<file path="src/source/video_pkg.sv">
// Video package
// Raster constants, field widths and sprite FSM states
package video_pkg;

	// ========================================
	// Raster geometry
	// ========================================
	localparam int h_total       = 64;
	localparam int h_active      = 32;
	localparam int h_sync_start  = 40;
	localparam int h_sync_len    = 8;
	localparam int v_total       = 40;
	localparam int v_active      = 32;
	localparam int v_sync_start  = 34;
	localparam int v_sync_len    = 2;

	// Layer geometry
	localparam int tile_size     = 8;
	localparam int tiles_per_row = 4;
	localparam int num_sprites   = 4;
	localparam int sprite_size   = 8;

	// ========================================
	// Field types
	// ========================================
	typedef logic [5:0] hpos_t;
	typedef logic [5:0] vpos_t;
	typedef logic [4:0] scr_pos_t;
	typedef logic [3:0] color_t;
	typedef logic [1:0] shade_t;
	typedef logic [3:0] tile_addr_t;
	typedef logic [1:0] sprite_idx_t;

	typedef enum logic {SPR_IDLE, SPR_FILL} spr_state_t;

endpackage

</file>
<file path="src/source/color_mix.sv">
// Colour mixer
// Layer priority, 3-3-2 colour rule and timing alignment
`timescale 1ns/1ns

module color_mix (
	input  logic              clk_24576m,
	input  logic              rst_n,
	input  logic              h_blank,
	input  logic              v_blank,
	input  logic              h_sync_n,
	input  logic              v_sync_n,
	input  video_pkg::shade_t t_shade,
	input  video_pkg::color_t t_color,
	input  video_pkg::shade_t s_shade,
	input  video_pkg::color_t s_color,
	output logic [2:0]        vga_r,
	output logic [2:0]        vga_g,
	output logic [1:0]        vga_b,
	output logic              o_h_blank,
	output logic              o_v_blank,
	output logic              o_h_sync_n,
	output logic              o_v_sync_n
);
	import video_pkg::*;

	// Two-cycle delay lines to meet the layer pipelines
	logic [1:0] hb_d;
	logic [1:0] vb_d;
	logic [1:0] hs_d;
	logic [1:0] vs_d;

	shade_t     mix_shade;
	color_t     mix_color;
	logic       blank;
	logic [2:0] r_nxt;
	logic [2:0] g_nxt;
	logic [1:0] b_nxt;

	// ========================================
	// Priority and colour rule
	// ========================================
	always_comb begin
		// Sprite over tile over black
		if (s_shade != '0) begin
			mix_shade = s_shade;
			mix_color = s_color;
		end else if (t_shade != '0) begin
			mix_shade = t_shade;
			mix_color = t_color;
		end else begin
			mix_shade = '0;
			mix_color = '0;
		end
		blank = hb_d[1] | vb_d[1];
		r_nxt = blank ? '0 : {mix_color[3:2], mix_shade[1]};
		g_nxt = blank ? '0 : {mix_color[1:0], mix_shade[0]};
		b_nxt = blank ? '0 : mix_shade;
	end

	// Delay lines and output register
	always_ff @(posedge clk_24576m or negedge rst_n) begin
		if (!rst_n) begin
			hb_d       <= '0;
			vb_d       <= '0;
			hs_d       <= '1;
			vs_d       <= '1;
			vga_r      <= '0;
			vga_g      <= '0;
			vga_b      <= '0;
			o_h_blank  <= 1'b0;
			o_v_blank  <= 1'b0;
			o_h_sync_n <= 1'b1;
			o_v_sync_n <= 1'b1;
		end else begin
			hb_d       <= {hb_d[0], h_blank};
			vb_d       <= {vb_d[0], v_blank};
			hs_d       <= {hs_d[0], h_sync_n};
			vs_d       <= {vs_d[0], v_sync_n};
			vga_r      <= r_nxt;
			vga_g      <= g_nxt;
			vga_b      <= b_nxt;
			o_h_blank  <= hb_d[1];
			o_v_blank  <= vb_d[1];
			o_h_sync_n <= hs_d[1];
			o_v_sync_n <= vs_d[1];
		end
	end

endmodule

</file>
<file path="src/source/sprite_layer.sv">
// Sprite layer
// Attribute table, line buffer fill in h-blank and read-and-clear in active video
`timescale 1ns/1ns

module sprite_layer (
	input  logic                   clk_24576m,
	input  logic                   rst_n,
	input  video_pkg::hpos_t       h_cnt,
	input  video_pkg::vpos_t       v_cnt,
	input  logic                   spr_wr,
	input  video_pkg::sprite_idx_t spr_idx,
	input  video_pkg::scr_pos_t    spr_x,
	input  video_pkg::scr_pos_t    spr_y,
	input  video_pkg::shade_t      spr_shade,
	input  video_pkg::color_t      spr_color,
	output video_pkg::shade_t      s_shade,
	output video_pkg::color_t      s_color
);
	import video_pkg::*;

	// Attribute table
	scr_pos_t    tab_x     [num_sprites];
	scr_pos_t    tab_y     [num_sprites];
	shade_t      tab_shade [num_sprites];
	color_t      tab_color [num_sprites];

	// One line of sprite pixels
	shade_t      lb_shade [h_active];
	color_t      lb_color [h_active];

	spr_state_t  state;
	sprite_idx_t fill_idx;
	logic [2:0]  fill_col;
	vpos_t       next_line;
	vpos_t       dy;
	hpos_t       px;
	logic        fill_we;
	logic        rd_en;
	shade_t      rd_shade;
	color_t      rd_color;

	// ========================================
	// Fill address and coverage
	// ========================================
	always_comb begin
		// Sprite 3 first, so lower indices land on top
		fill_idx  = sprite_idx_t'(num_sprites - 1 - int'(h_cnt[4:3]));
		fill_col  = h_cnt[2:0];
		// Line after the last wraps to 0
		next_line = (v_cnt == vpos_t'(v_total - 1)) ? '0 : v_cnt + 1'b1;
		dy        = next_line - vpos_t'(tab_y[fill_idx]);
		px        = hpos_t'(tab_x[fill_idx]) + hpos_t'(fill_col);
		fill_we   = (state == SPR_FILL) &&
			(next_line >= vpos_t'(tab_y[fill_idx])) &&
			(dy < vpos_t'(sprite_size)) &&
			(next_line < vpos_t'(v_active)) &&
			(px < hpos_t'(h_active)) &&
			(tab_shade[fill_idx] != '0);
		rd_en     = (h_cnt < hpos_t'(h_active)) && (v_cnt < vpos_t'(v_active));
	end

	// Fill FSM spans h_cnt 32 to 63
	always_ff @(posedge clk_24576m or negedge rst_n) begin
		if (!rst_n) begin
			state <= SPR_IDLE;
		end else begin
			case (state)
				SPR_IDLE: if (h_cnt == hpos_t'(h_active - 1)) state <= SPR_FILL;
				SPR_FILL: if (h_cnt == hpos_t'(h_total - 1)) state <= SPR_IDLE;
				default:  state <= SPR_IDLE;
			endcase
		end
	end

	// Table write port
	always_ff @(posedge clk_24576m or negedge rst_n) begin
		if (!rst_n) begin
			for (int i = 0; i < num_sprites; i++) begin
				tab_x[i]     <= '0;
				tab_y[i]     <= '0;
				tab_shade[i] <= '0;
				tab_color[i] <= '0;
			end
		end else if (spr_wr) begin
			tab_x[spr_idx]     <= spr_x;
			tab_y[spr_idx]     <= spr_y;
			tab_shade[spr_idx] <= spr_shade;
			tab_color[spr_idx] <= spr_color;
		end
	end

	// ========================================
	// Line buffer
	// ========================================
	// Fill and clear never share a cycle
	always_ff @(posedge clk_24576m or negedge rst_n) begin
		if (!rst_n) begin
			for (int i = 0; i < h_active; i++) begin
				lb_shade[i] <= '0;
				lb_color[i] <= '0;
			end
		end else if (fill_we) begin
			lb_shade[px[4:0]] <= tab_shade[fill_idx];
			lb_color[px[4:0]] <= tab_color[fill_idx];
		end else if (rd_en) begin
			// Clear behind the read, ready for next fill
			lb_shade[h_cnt[4:0]] <= '0;
			lb_color[h_cnt[4:0]] <= '0;
		end
	end

	// Read stage then output stage
	always_ff @(posedge clk_24576m or negedge rst_n) begin
		if (!rst_n) begin
			rd_shade <= '0;
			rd_color <= '0;
			s_shade  <= '0;
			s_color  <= '0;
		end else begin
			rd_shade <= rd_en ? lb_shade[h_cnt[4:0]] : '0;
			rd_color <= rd_en ? lb_color[h_cnt[4:0]] : '0;
			s_shade  <= rd_shade;
			s_color  <= rd_color;
		end
	end

endmodule

</file>
<file path="src/source/tile_layer.sv">
// Tile layer
// Character map with write port and two-stage pixel lookup
`timescale 1ns/1ns

module tile_layer (
	input  logic                  clk_24576m,
	input  logic                  rst_n,
	input  video_pkg::hpos_t      h_cnt,
	input  video_pkg::vpos_t      v_cnt,
	input  logic                  tile_wr,
	input  video_pkg::tile_addr_t tile_addr,
	input  video_pkg::shade_t     tile_shade,
	input  video_pkg::color_t     tile_color,
	output video_pkg::shade_t     t_shade,
	output video_pkg::color_t     t_color
);
	import video_pkg::*;

	// Map storage, one entry per 8x8 tile
	shade_t     map_shade [tiles_per_row * (v_active / tile_size)];
	color_t     map_color [tiles_per_row * (v_active / tile_size)];

	tile_addr_t rd_addr;
	logic       vis;

	// Stage 1 holds the entry for the current count
	shade_t     st1_shade;
	color_t     st1_color;
	logic       st1_vis;

	// Row times four plus column
	assign rd_addr = tile_addr_t'((v_cnt / tile_size) * tiles_per_row + h_cnt / tile_size);
	assign vis     = (h_cnt < hpos_t'(h_active)) && (v_cnt < vpos_t'(v_active));

	// ========================================
	// Map write port
	// ========================================
	always_ff @(posedge clk_24576m or negedge rst_n) begin
		if (!rst_n) begin
			for (int i = 0; i < tiles_per_row * (v_active / tile_size); i++) begin
				map_shade[i] <= '0;
				map_color[i] <= '0;
			end
		end else if (tile_wr) begin
			map_shade[tile_addr] <= tile_shade;
			map_color[tile_addr] <= tile_color;
		end
	end

	// ========================================
	// Pixel pipeline
	// ========================================
	// Stage 1 reads the map entry
	always_ff @(posedge clk_24576m or negedge rst_n) begin
		if (!rst_n) begin
			st1_shade <= '0;
			st1_color <= '0;
			st1_vis   <= 1'b0;
		end else begin
			st1_shade <= map_shade[rd_addr];
			st1_color <= map_color[rd_addr];
			st1_vis   <= vis;
		end
	end

	// Stage 2 output, transparent outside visible area
	always_ff @(posedge clk_24576m or negedge rst_n) begin
		if (!rst_n) begin
			t_shade <= '0;
			t_color <= '0;
		end else begin
			t_shade <= st1_vis ? st1_shade : '0;
			t_color <= st1_vis ? st1_color : '0;
		end
	end

endmodule

</file>
<file path="src/source/video_timing.sv">
// Raster timing generator
// Pixel and line counters with registered blank and active-low sync
`timescale 1ns/1ns

module video_timing (
	input  logic             clk_24576m,
	input  logic             rst_n,
	output video_pkg::hpos_t h_cnt,
	output video_pkg::vpos_t v_cnt,
	output logic             h_blank,
	output logic             v_blank,
	output logic             h_sync_n,
	output logic             v_sync_n
);
	import video_pkg::*;

	hpos_t h_nxt;
	vpos_t v_nxt;
	logic  h_wrap;
	logic  h_sync_on;
	logic  v_sync_on;

	// Next counter state
	always_comb begin
		h_wrap = (h_cnt == hpos_t'(h_total - 1));
		h_nxt  = h_wrap ? '0 : h_cnt + 1'b1;
		// Line count steps only at end of line
		if (h_wrap) begin
			v_nxt = (v_cnt == vpos_t'(v_total - 1)) ? '0 : v_cnt + 1'b1;
		end else begin
			v_nxt = v_cnt;
		end
		// Sync windows on the next count
		h_sync_on = (h_nxt >= hpos_t'(h_sync_start)) &&
			(h_nxt < hpos_t'(h_sync_start + h_sync_len));
		v_sync_on = (v_nxt >= vpos_t'(v_sync_start)) &&
			(v_nxt < vpos_t'(v_sync_start + v_sync_len));
	end

	// ========================================
	// Counters and decodes
	// ========================================
	// Decode from next count so flags move with counters
	always_ff @(posedge clk_24576m or negedge rst_n) begin
		if (!rst_n) begin
			h_cnt    <= '0;
			v_cnt    <= '0;
			h_blank  <= 1'b0;
			v_blank  <= 1'b0;
			h_sync_n <= 1'b1;
			v_sync_n <= 1'b1;
		end else begin
			h_cnt    <= h_nxt;
			v_cnt    <= v_nxt;
			h_blank  <= (h_nxt >= hpos_t'(h_active));
			v_blank  <= (v_nxt >= vpos_t'(v_active));
			h_sync_n <= !h_sync_on;
			v_sync_n <= !v_sync_on;
		end
	end

endmodule

</file>
<file path="src/source/video_top.sv">
// Video top level
// Raster timing, tile and sprite layers and colour mixer
`timescale 1ns/1ns

module video_top (
	input  logic                   clk_24576m,
	input  logic                   rst_n,
	input  logic                   tile_wr,
	input  video_pkg::tile_addr_t  tile_addr,
	input  video_pkg::shade_t      tile_shade,
	input  video_pkg::color_t      tile_color,
	input  logic                   spr_wr,
	input  video_pkg::sprite_idx_t spr_idx,
	input  video_pkg::scr_pos_t    spr_x,
	input  video_pkg::scr_pos_t    spr_y,
	input  video_pkg::shade_t      spr_shade,
	input  video_pkg::color_t      spr_color,
	output logic [2:0]             vga_r,
	output logic [2:0]             vga_g,
	output logic [1:0]             vga_b,
	output logic                   h_blank,
	output logic                   v_blank,
	output logic                   h_sync_n,
	output logic                   v_sync_n
);
	import video_pkg::*;

	// ========================================
	// Raster counters and flags
	// ========================================
	hpos_t  h_cnt;
	vpos_t  v_cnt;
	logic   tm_h_blank;
	logic   tm_v_blank;
	logic   tm_h_sync_n;
	logic   tm_v_sync_n;

	// Layer pixels, two cycles behind the counters
	shade_t t_shade;
	color_t t_color;
	shade_t s_shade;
	color_t s_color;

	video_timing video_timing_inst (
		.clk_24576m(clk_24576m), .rst_n(rst_n),
		.h_cnt(h_cnt), .v_cnt(v_cnt),
		.h_blank(tm_h_blank), .v_blank(tm_v_blank),
		.h_sync_n(tm_h_sync_n), .v_sync_n(tm_v_sync_n)
	);

	tile_layer tile_layer_inst (
		.clk_24576m(clk_24576m), .rst_n(rst_n),
		.h_cnt(h_cnt), .v_cnt(v_cnt),
		.tile_wr(tile_wr), .tile_addr(tile_addr),
		.tile_shade(tile_shade), .tile_color(tile_color),
		.t_shade(t_shade), .t_color(t_color)
	);

	sprite_layer sprite_layer_inst (
		.clk_24576m(clk_24576m), .rst_n(rst_n),
		.h_cnt(h_cnt), .v_cnt(v_cnt),
		.spr_wr(spr_wr), .spr_idx(spr_idx), .spr_x(spr_x), .spr_y(spr_y),
		.spr_shade(spr_shade), .spr_color(spr_color),
		.s_shade(s_shade), .s_color(s_color)
	);

	// Final stage drives every top-level output
	color_mix color_mix_inst (
		.clk_24576m(clk_24576m), .rst_n(rst_n),
		.h_blank(tm_h_blank), .v_blank(tm_v_blank),
		.h_sync_n(tm_h_sync_n), .v_sync_n(tm_v_sync_n),
		.t_shade(t_shade), .t_color(t_color),
		.s_shade(s_shade), .s_color(s_color),
		.vga_r(vga_r), .vga_g(vga_g), .vga_b(vga_b),
		.o_h_blank(h_blank), .o_v_blank(v_blank),
		.o_h_sync_n(h_sync_n), .o_v_sync_n(v_sync_n)
	);

endmodule
</file>
<file path="config.mk">
export PLATFORM = sky130hd
export DESIGN_NAME = video_top
export DESIGN_NICKNAME = d
export VERILOG_FILES = /design/src/source/video_pkg.sv /design/src/source/color_mix.sv /design/src/source/sprite_layer.sv /design/src/source/tile_layer.sv /design/src/source/video_timing.sv /design/src/source/video_top.sv
export SDC_FILE = /design/constraint.sdc
export NUM_CORES = 1
export LEC_CHECK = 0
export ABC_CLOCK_PERIOD_IN_PS = 11520
export CORE_UTILIZATION = 45
export CTS_BUF_LIST = sky130_fd_sc_hd__clkbuf_4 sky130_fd_sc_hd__clkbuf_8
export CTS_CLUSTER_SIZE = 8
export DETAILED_ROUTE_END_ITERATION = 6
export DONT_BUFFER_PORTS = 1
export SYNTH_ARGS = -nofsm -noshare
export SYNTH_HDL_FRONTEND = slang
export SYNTH_SLANG_ARGS = --single-unit
</file>
<file path="constraint.sdc">
create_clock -name clk_24576m -period 11.52 [get_ports clk_24576m]
set_input_delay 3.456 -clock clk_24576m [delete_from_list [all_inputs] [get_ports clk_24576m]]
set_output_delay 3.456 -clock clk_24576m [all_outputs]
set_load 0.01 [all_outputs]
</file>
==> impl_metrics.csv <==
group,metric,value,unit
yosys,ys_seq_elements,410,
floorplan,die_h,206.4,µm
clock_tree,cts_setup_buffers,0,
worst_setup_path,r2r-end,"sprite_layer_inst.lb_color[111]",
hold_path,whs_endpoint,"sprite_layer_inst.s_color[3]",
hold_path,hp-class,"reg -> reg",
grt,grtUsageTotal,22.51,%
timing,tns,0,ns
clock_tree,cts_tree,"built",
yosys,synth.distinct_cells,61,
grt,gr-max-usage-layer,"met2",
worst_setup_path,ff2ff_setup_slack,5.89,ns
placed_design,dp_hpwl,29160,µm
grt,grt_first_pass_wirelength,72730,µm
route,drt_iter0_markers,855,
cells_and_area,drive_above_1_share,32.19,%
pwr,ir_worst_vdd,0.1032,mV
grt,grtUsageMet1,32.80,%
clock_tree,ctsHoldBuffers,0,
yosys,synthFlopType,"dfrtp_1",
grt,grt_max_degree,411,
clock_tree,htree_levels,3,
timing,rsz0062_at_grt,"no",
worst_setup_path,crit_fanout,44,
pwr,p_leak,8.873,nW
outcome,status,"complete, no violations",
clock_tree,clkTransAtPathRegs,0.06,ns
yosys,async_flop_share,100.0,%
timing,max_freq,0.1777,GHz
yosys,synthesis.area,18810,µm²
worst_setup_path,cp.arrival,6.14,ns
worst_setup_path,critPathKind,"reg -> reg",
grt,antenna_found_initial,0,
worst_setup_path,required,12.03,ns
clock_tree,clock_path_buffers,3,
yosys,syn_area_per_cell,14.10,µm²
route,routed_wl,45790,µm
cells_and_area,area_growth,9.665,%
timing,finClkSkew,0.02926,ns
yosys,yosysWarnings,0,
grt,grt_overflow_total,0,
placed_design,port_buffers,0,
timing,tightest_slew,1.156,ns
pwr,p_per_area,166.5,nW/µm²
floorplan,die_area,42620,µm²
timing,min_period,5.626,ns
clock_tree,clock-sinks,410,
cells_and_area,final_common_cell,"dfrtp_1",
grt,grt_pass1_vias,12016,
yosys,synth_edf_count,0,
timing,setup_viol_count_final,0,
floorplan,pin_count,44,
cells_and_area,layout_common_cells,"398 x dfrtp_1, 168 x a22o_1, 164 x mux2_2",
cells_and_area,n_antenna_cell,0,
timing,drv_slew,0,
timing,hold_viol,0,
floorplan,initial_core_util,45.86,%
clock_tree,insertion_delay,0.63,ns
route,drc_errors,0,
worst_setup_path,r2r_start,"video_timing_inst.h_cnt[4]",
hold_path,whs_path_depth,0,
worst_setup_path,start_kind,"register",
route,via_per_inst,6.149,
hold_path,holdCritStartpoint,"sprite_layer_inst.rd_color[3]",
yosys,yosysSeqAreaShare,54.60,%
clock_tree,cts_inserted_buffers,72,
worst_setup_path,reg2reg_depth,11,
placed_design,gp_congestion,0.9021,
yosys,synth.net_count,1381,
floorplan,die_x,206.4,µm
timing,finalCritPeriodShare,48.84,%
worst_setup_path,cp-end-kind,"register",
floorplan,rows,74,
grt,globalRouteMet2Util,33.28,%
route,vias,11696,
timing,relSlewSlack,22.77,%
cells_and_area,fill_cells,3505,
cells_and_area,utilization,50.29,%
placed_design,place_ws,5.956,ns
cells_and_area,nets,1369,
grt,grt_use_met3,4.825,%
clock_tree,cts_resized,0,
timing,worst_slack,5.894,ns
floorplan,core_area,41020,µm²
yosys,syn_inst,1334,
route,drtAntennaViolNets,0,
flow_run,maxCapViolations,0,
route,first_pass_iters,5,
route,wire_per_inst,24.07,µm
timing,whs,0.3484,ns
clock_tree,clockRootBuffer,"clkbuf_8",
[critical path, cell delays in order (launching register included)]
cell	delay (ns)
dfrtp_2	0.55
buf_4	0.62
mux4_2	0.41
inv_1	0.07
ha_1	0.23
a21oi_1	0.28
a21oi_1	0.16
a31oi_4	0.86
and4b_1	0.51
nor2b_1	0.98
a31oi_1	0.44
a22o_1	0.34
[sequential cells by signal, summed over array words and instances, names as in the netlist, 5 cells and up]
register	cells
tile_layer_inst.map_color	64
sprite_layer_inst.tab_x	20
sprite_layer_inst.tab_color	16
sprite_layer_inst.tab_shade	8
video_timing_inst.h_cnt	5
tile_layer_inst.map_shade	32
sprite_layer_inst.lb_shade	64
sprite_layer_inst.tab_y	20
video_timing_inst.v_cnt	5
sprite_layer_inst.lb_color	128
[cells in the mapped netlist (all sizes together) (10+ instances only)]
cell / n / area share (%)
a21oi: 13 / 0.37
a22o: 168 / 7.8
a31oi: 23 / 0.83
and2: 11 / 0.37
buf: 26 / 0.73
clkbuf: 67 / 1.3
dfrtp: 402 / 53
ha: 14 / 0.93
inv: 25 / 0.50
mux2: 164 / 9.8
mux4: 104 / 12
nand2: 52 / 1.0
nand2b: 16 / 0.53
nand3: 11 / 0.29
nand3b: 11 / 0.44
nor2: 46 / 0.93
nor2b: 10 / 0.33
nor3: 19 / 0.86
nor4: 23 / 1.2
o21ai: 25 / 0.67
o22ai: 22 / 0.73
[logic make-up after synthesis]
family                     Yosys count  synth area share (%)
buffers and inverters              118                 2.568
adders and majority gates           15                 1.038
and+or+nand+nor                    228                 7.144
muxes                              275                 22.64
DFF                                410                 54.60
xor gates and xnor gates            13                0.6053
AOI/OAI and AO/OA                  275                 11.40
[per-layer routing]
layer	share of wire, %	up-vias
met1	46	6170
li1	-	5086
met5	0	-
met3	6.0	81
met4	2.5	0
met2	46	359
[power by group]
group	total (W)	switching [W]	internal, W
Combinational	0.000410	0.000211	0.000199
Clock	0.00136	0.000598	0.000758
Sequential	0.00167	0.0000750	0.00159
[metrics by stage]
| step | power [W] | instances | instance area [µm²] |
|---|---|---|---|
| 2_1_floorplan | 0.001992 | 1334 | 18810 |
| 3_3_place_gp | 0.002080 | 1780 | 19180 |
| 3_5_place_dp | 0.002098 | 1780 | 19180 |
| 4_1_cts | 0.003467 | 1902 | 20630 |
| 5_1_grt | 0.003581 | 1902 | 20630 |
| 6_report | 0.003435 | 1902 | 20630 |
[worst max path at each step]
stage / start / to / slack (ns)
2_1_floorplan: spr_idx[1] / sprite_layer_inst.tab_color[12] / 6.60
3_3_place_gp: video_timing_inst.h_cnt[4] / sprite_layer_inst.lb_color[99] / 6.03
3_5_place_dp: video_timing_inst.h_cnt[4] / sprite_layer_inst.lb_color[111] / 5.96
4_1_cts: video_timing_inst.h_cnt[4] / sprite_layer_inst.lb_color[111] / 5.94
5_1_grt: video_timing_inst.h_cnt[4] / sprite_layer_inst.lb_color[35] / 5.64
6_report: video_timing_inst.h_cnt[4] / sprite_layer_inst.lb_color[111] / 5.89
[cell type report]
type | instances | area [µm²] | share of cell area [%]
tap | 532 | 665.6 | 3.227
clock inverter | 12 | 81.33 | 0.3943
timing repair buffer | 7 | 52.55 | 0.2548
sequential | 410 | 10280 | 49.84
clock buffer | 110 | 1370 | 6.642
inverter | 25 | 93.84 | 0.4549
multi-input combinational | 806 | 8084 | 39.19
Note: power is estimated with default switching activity, not from simulation.
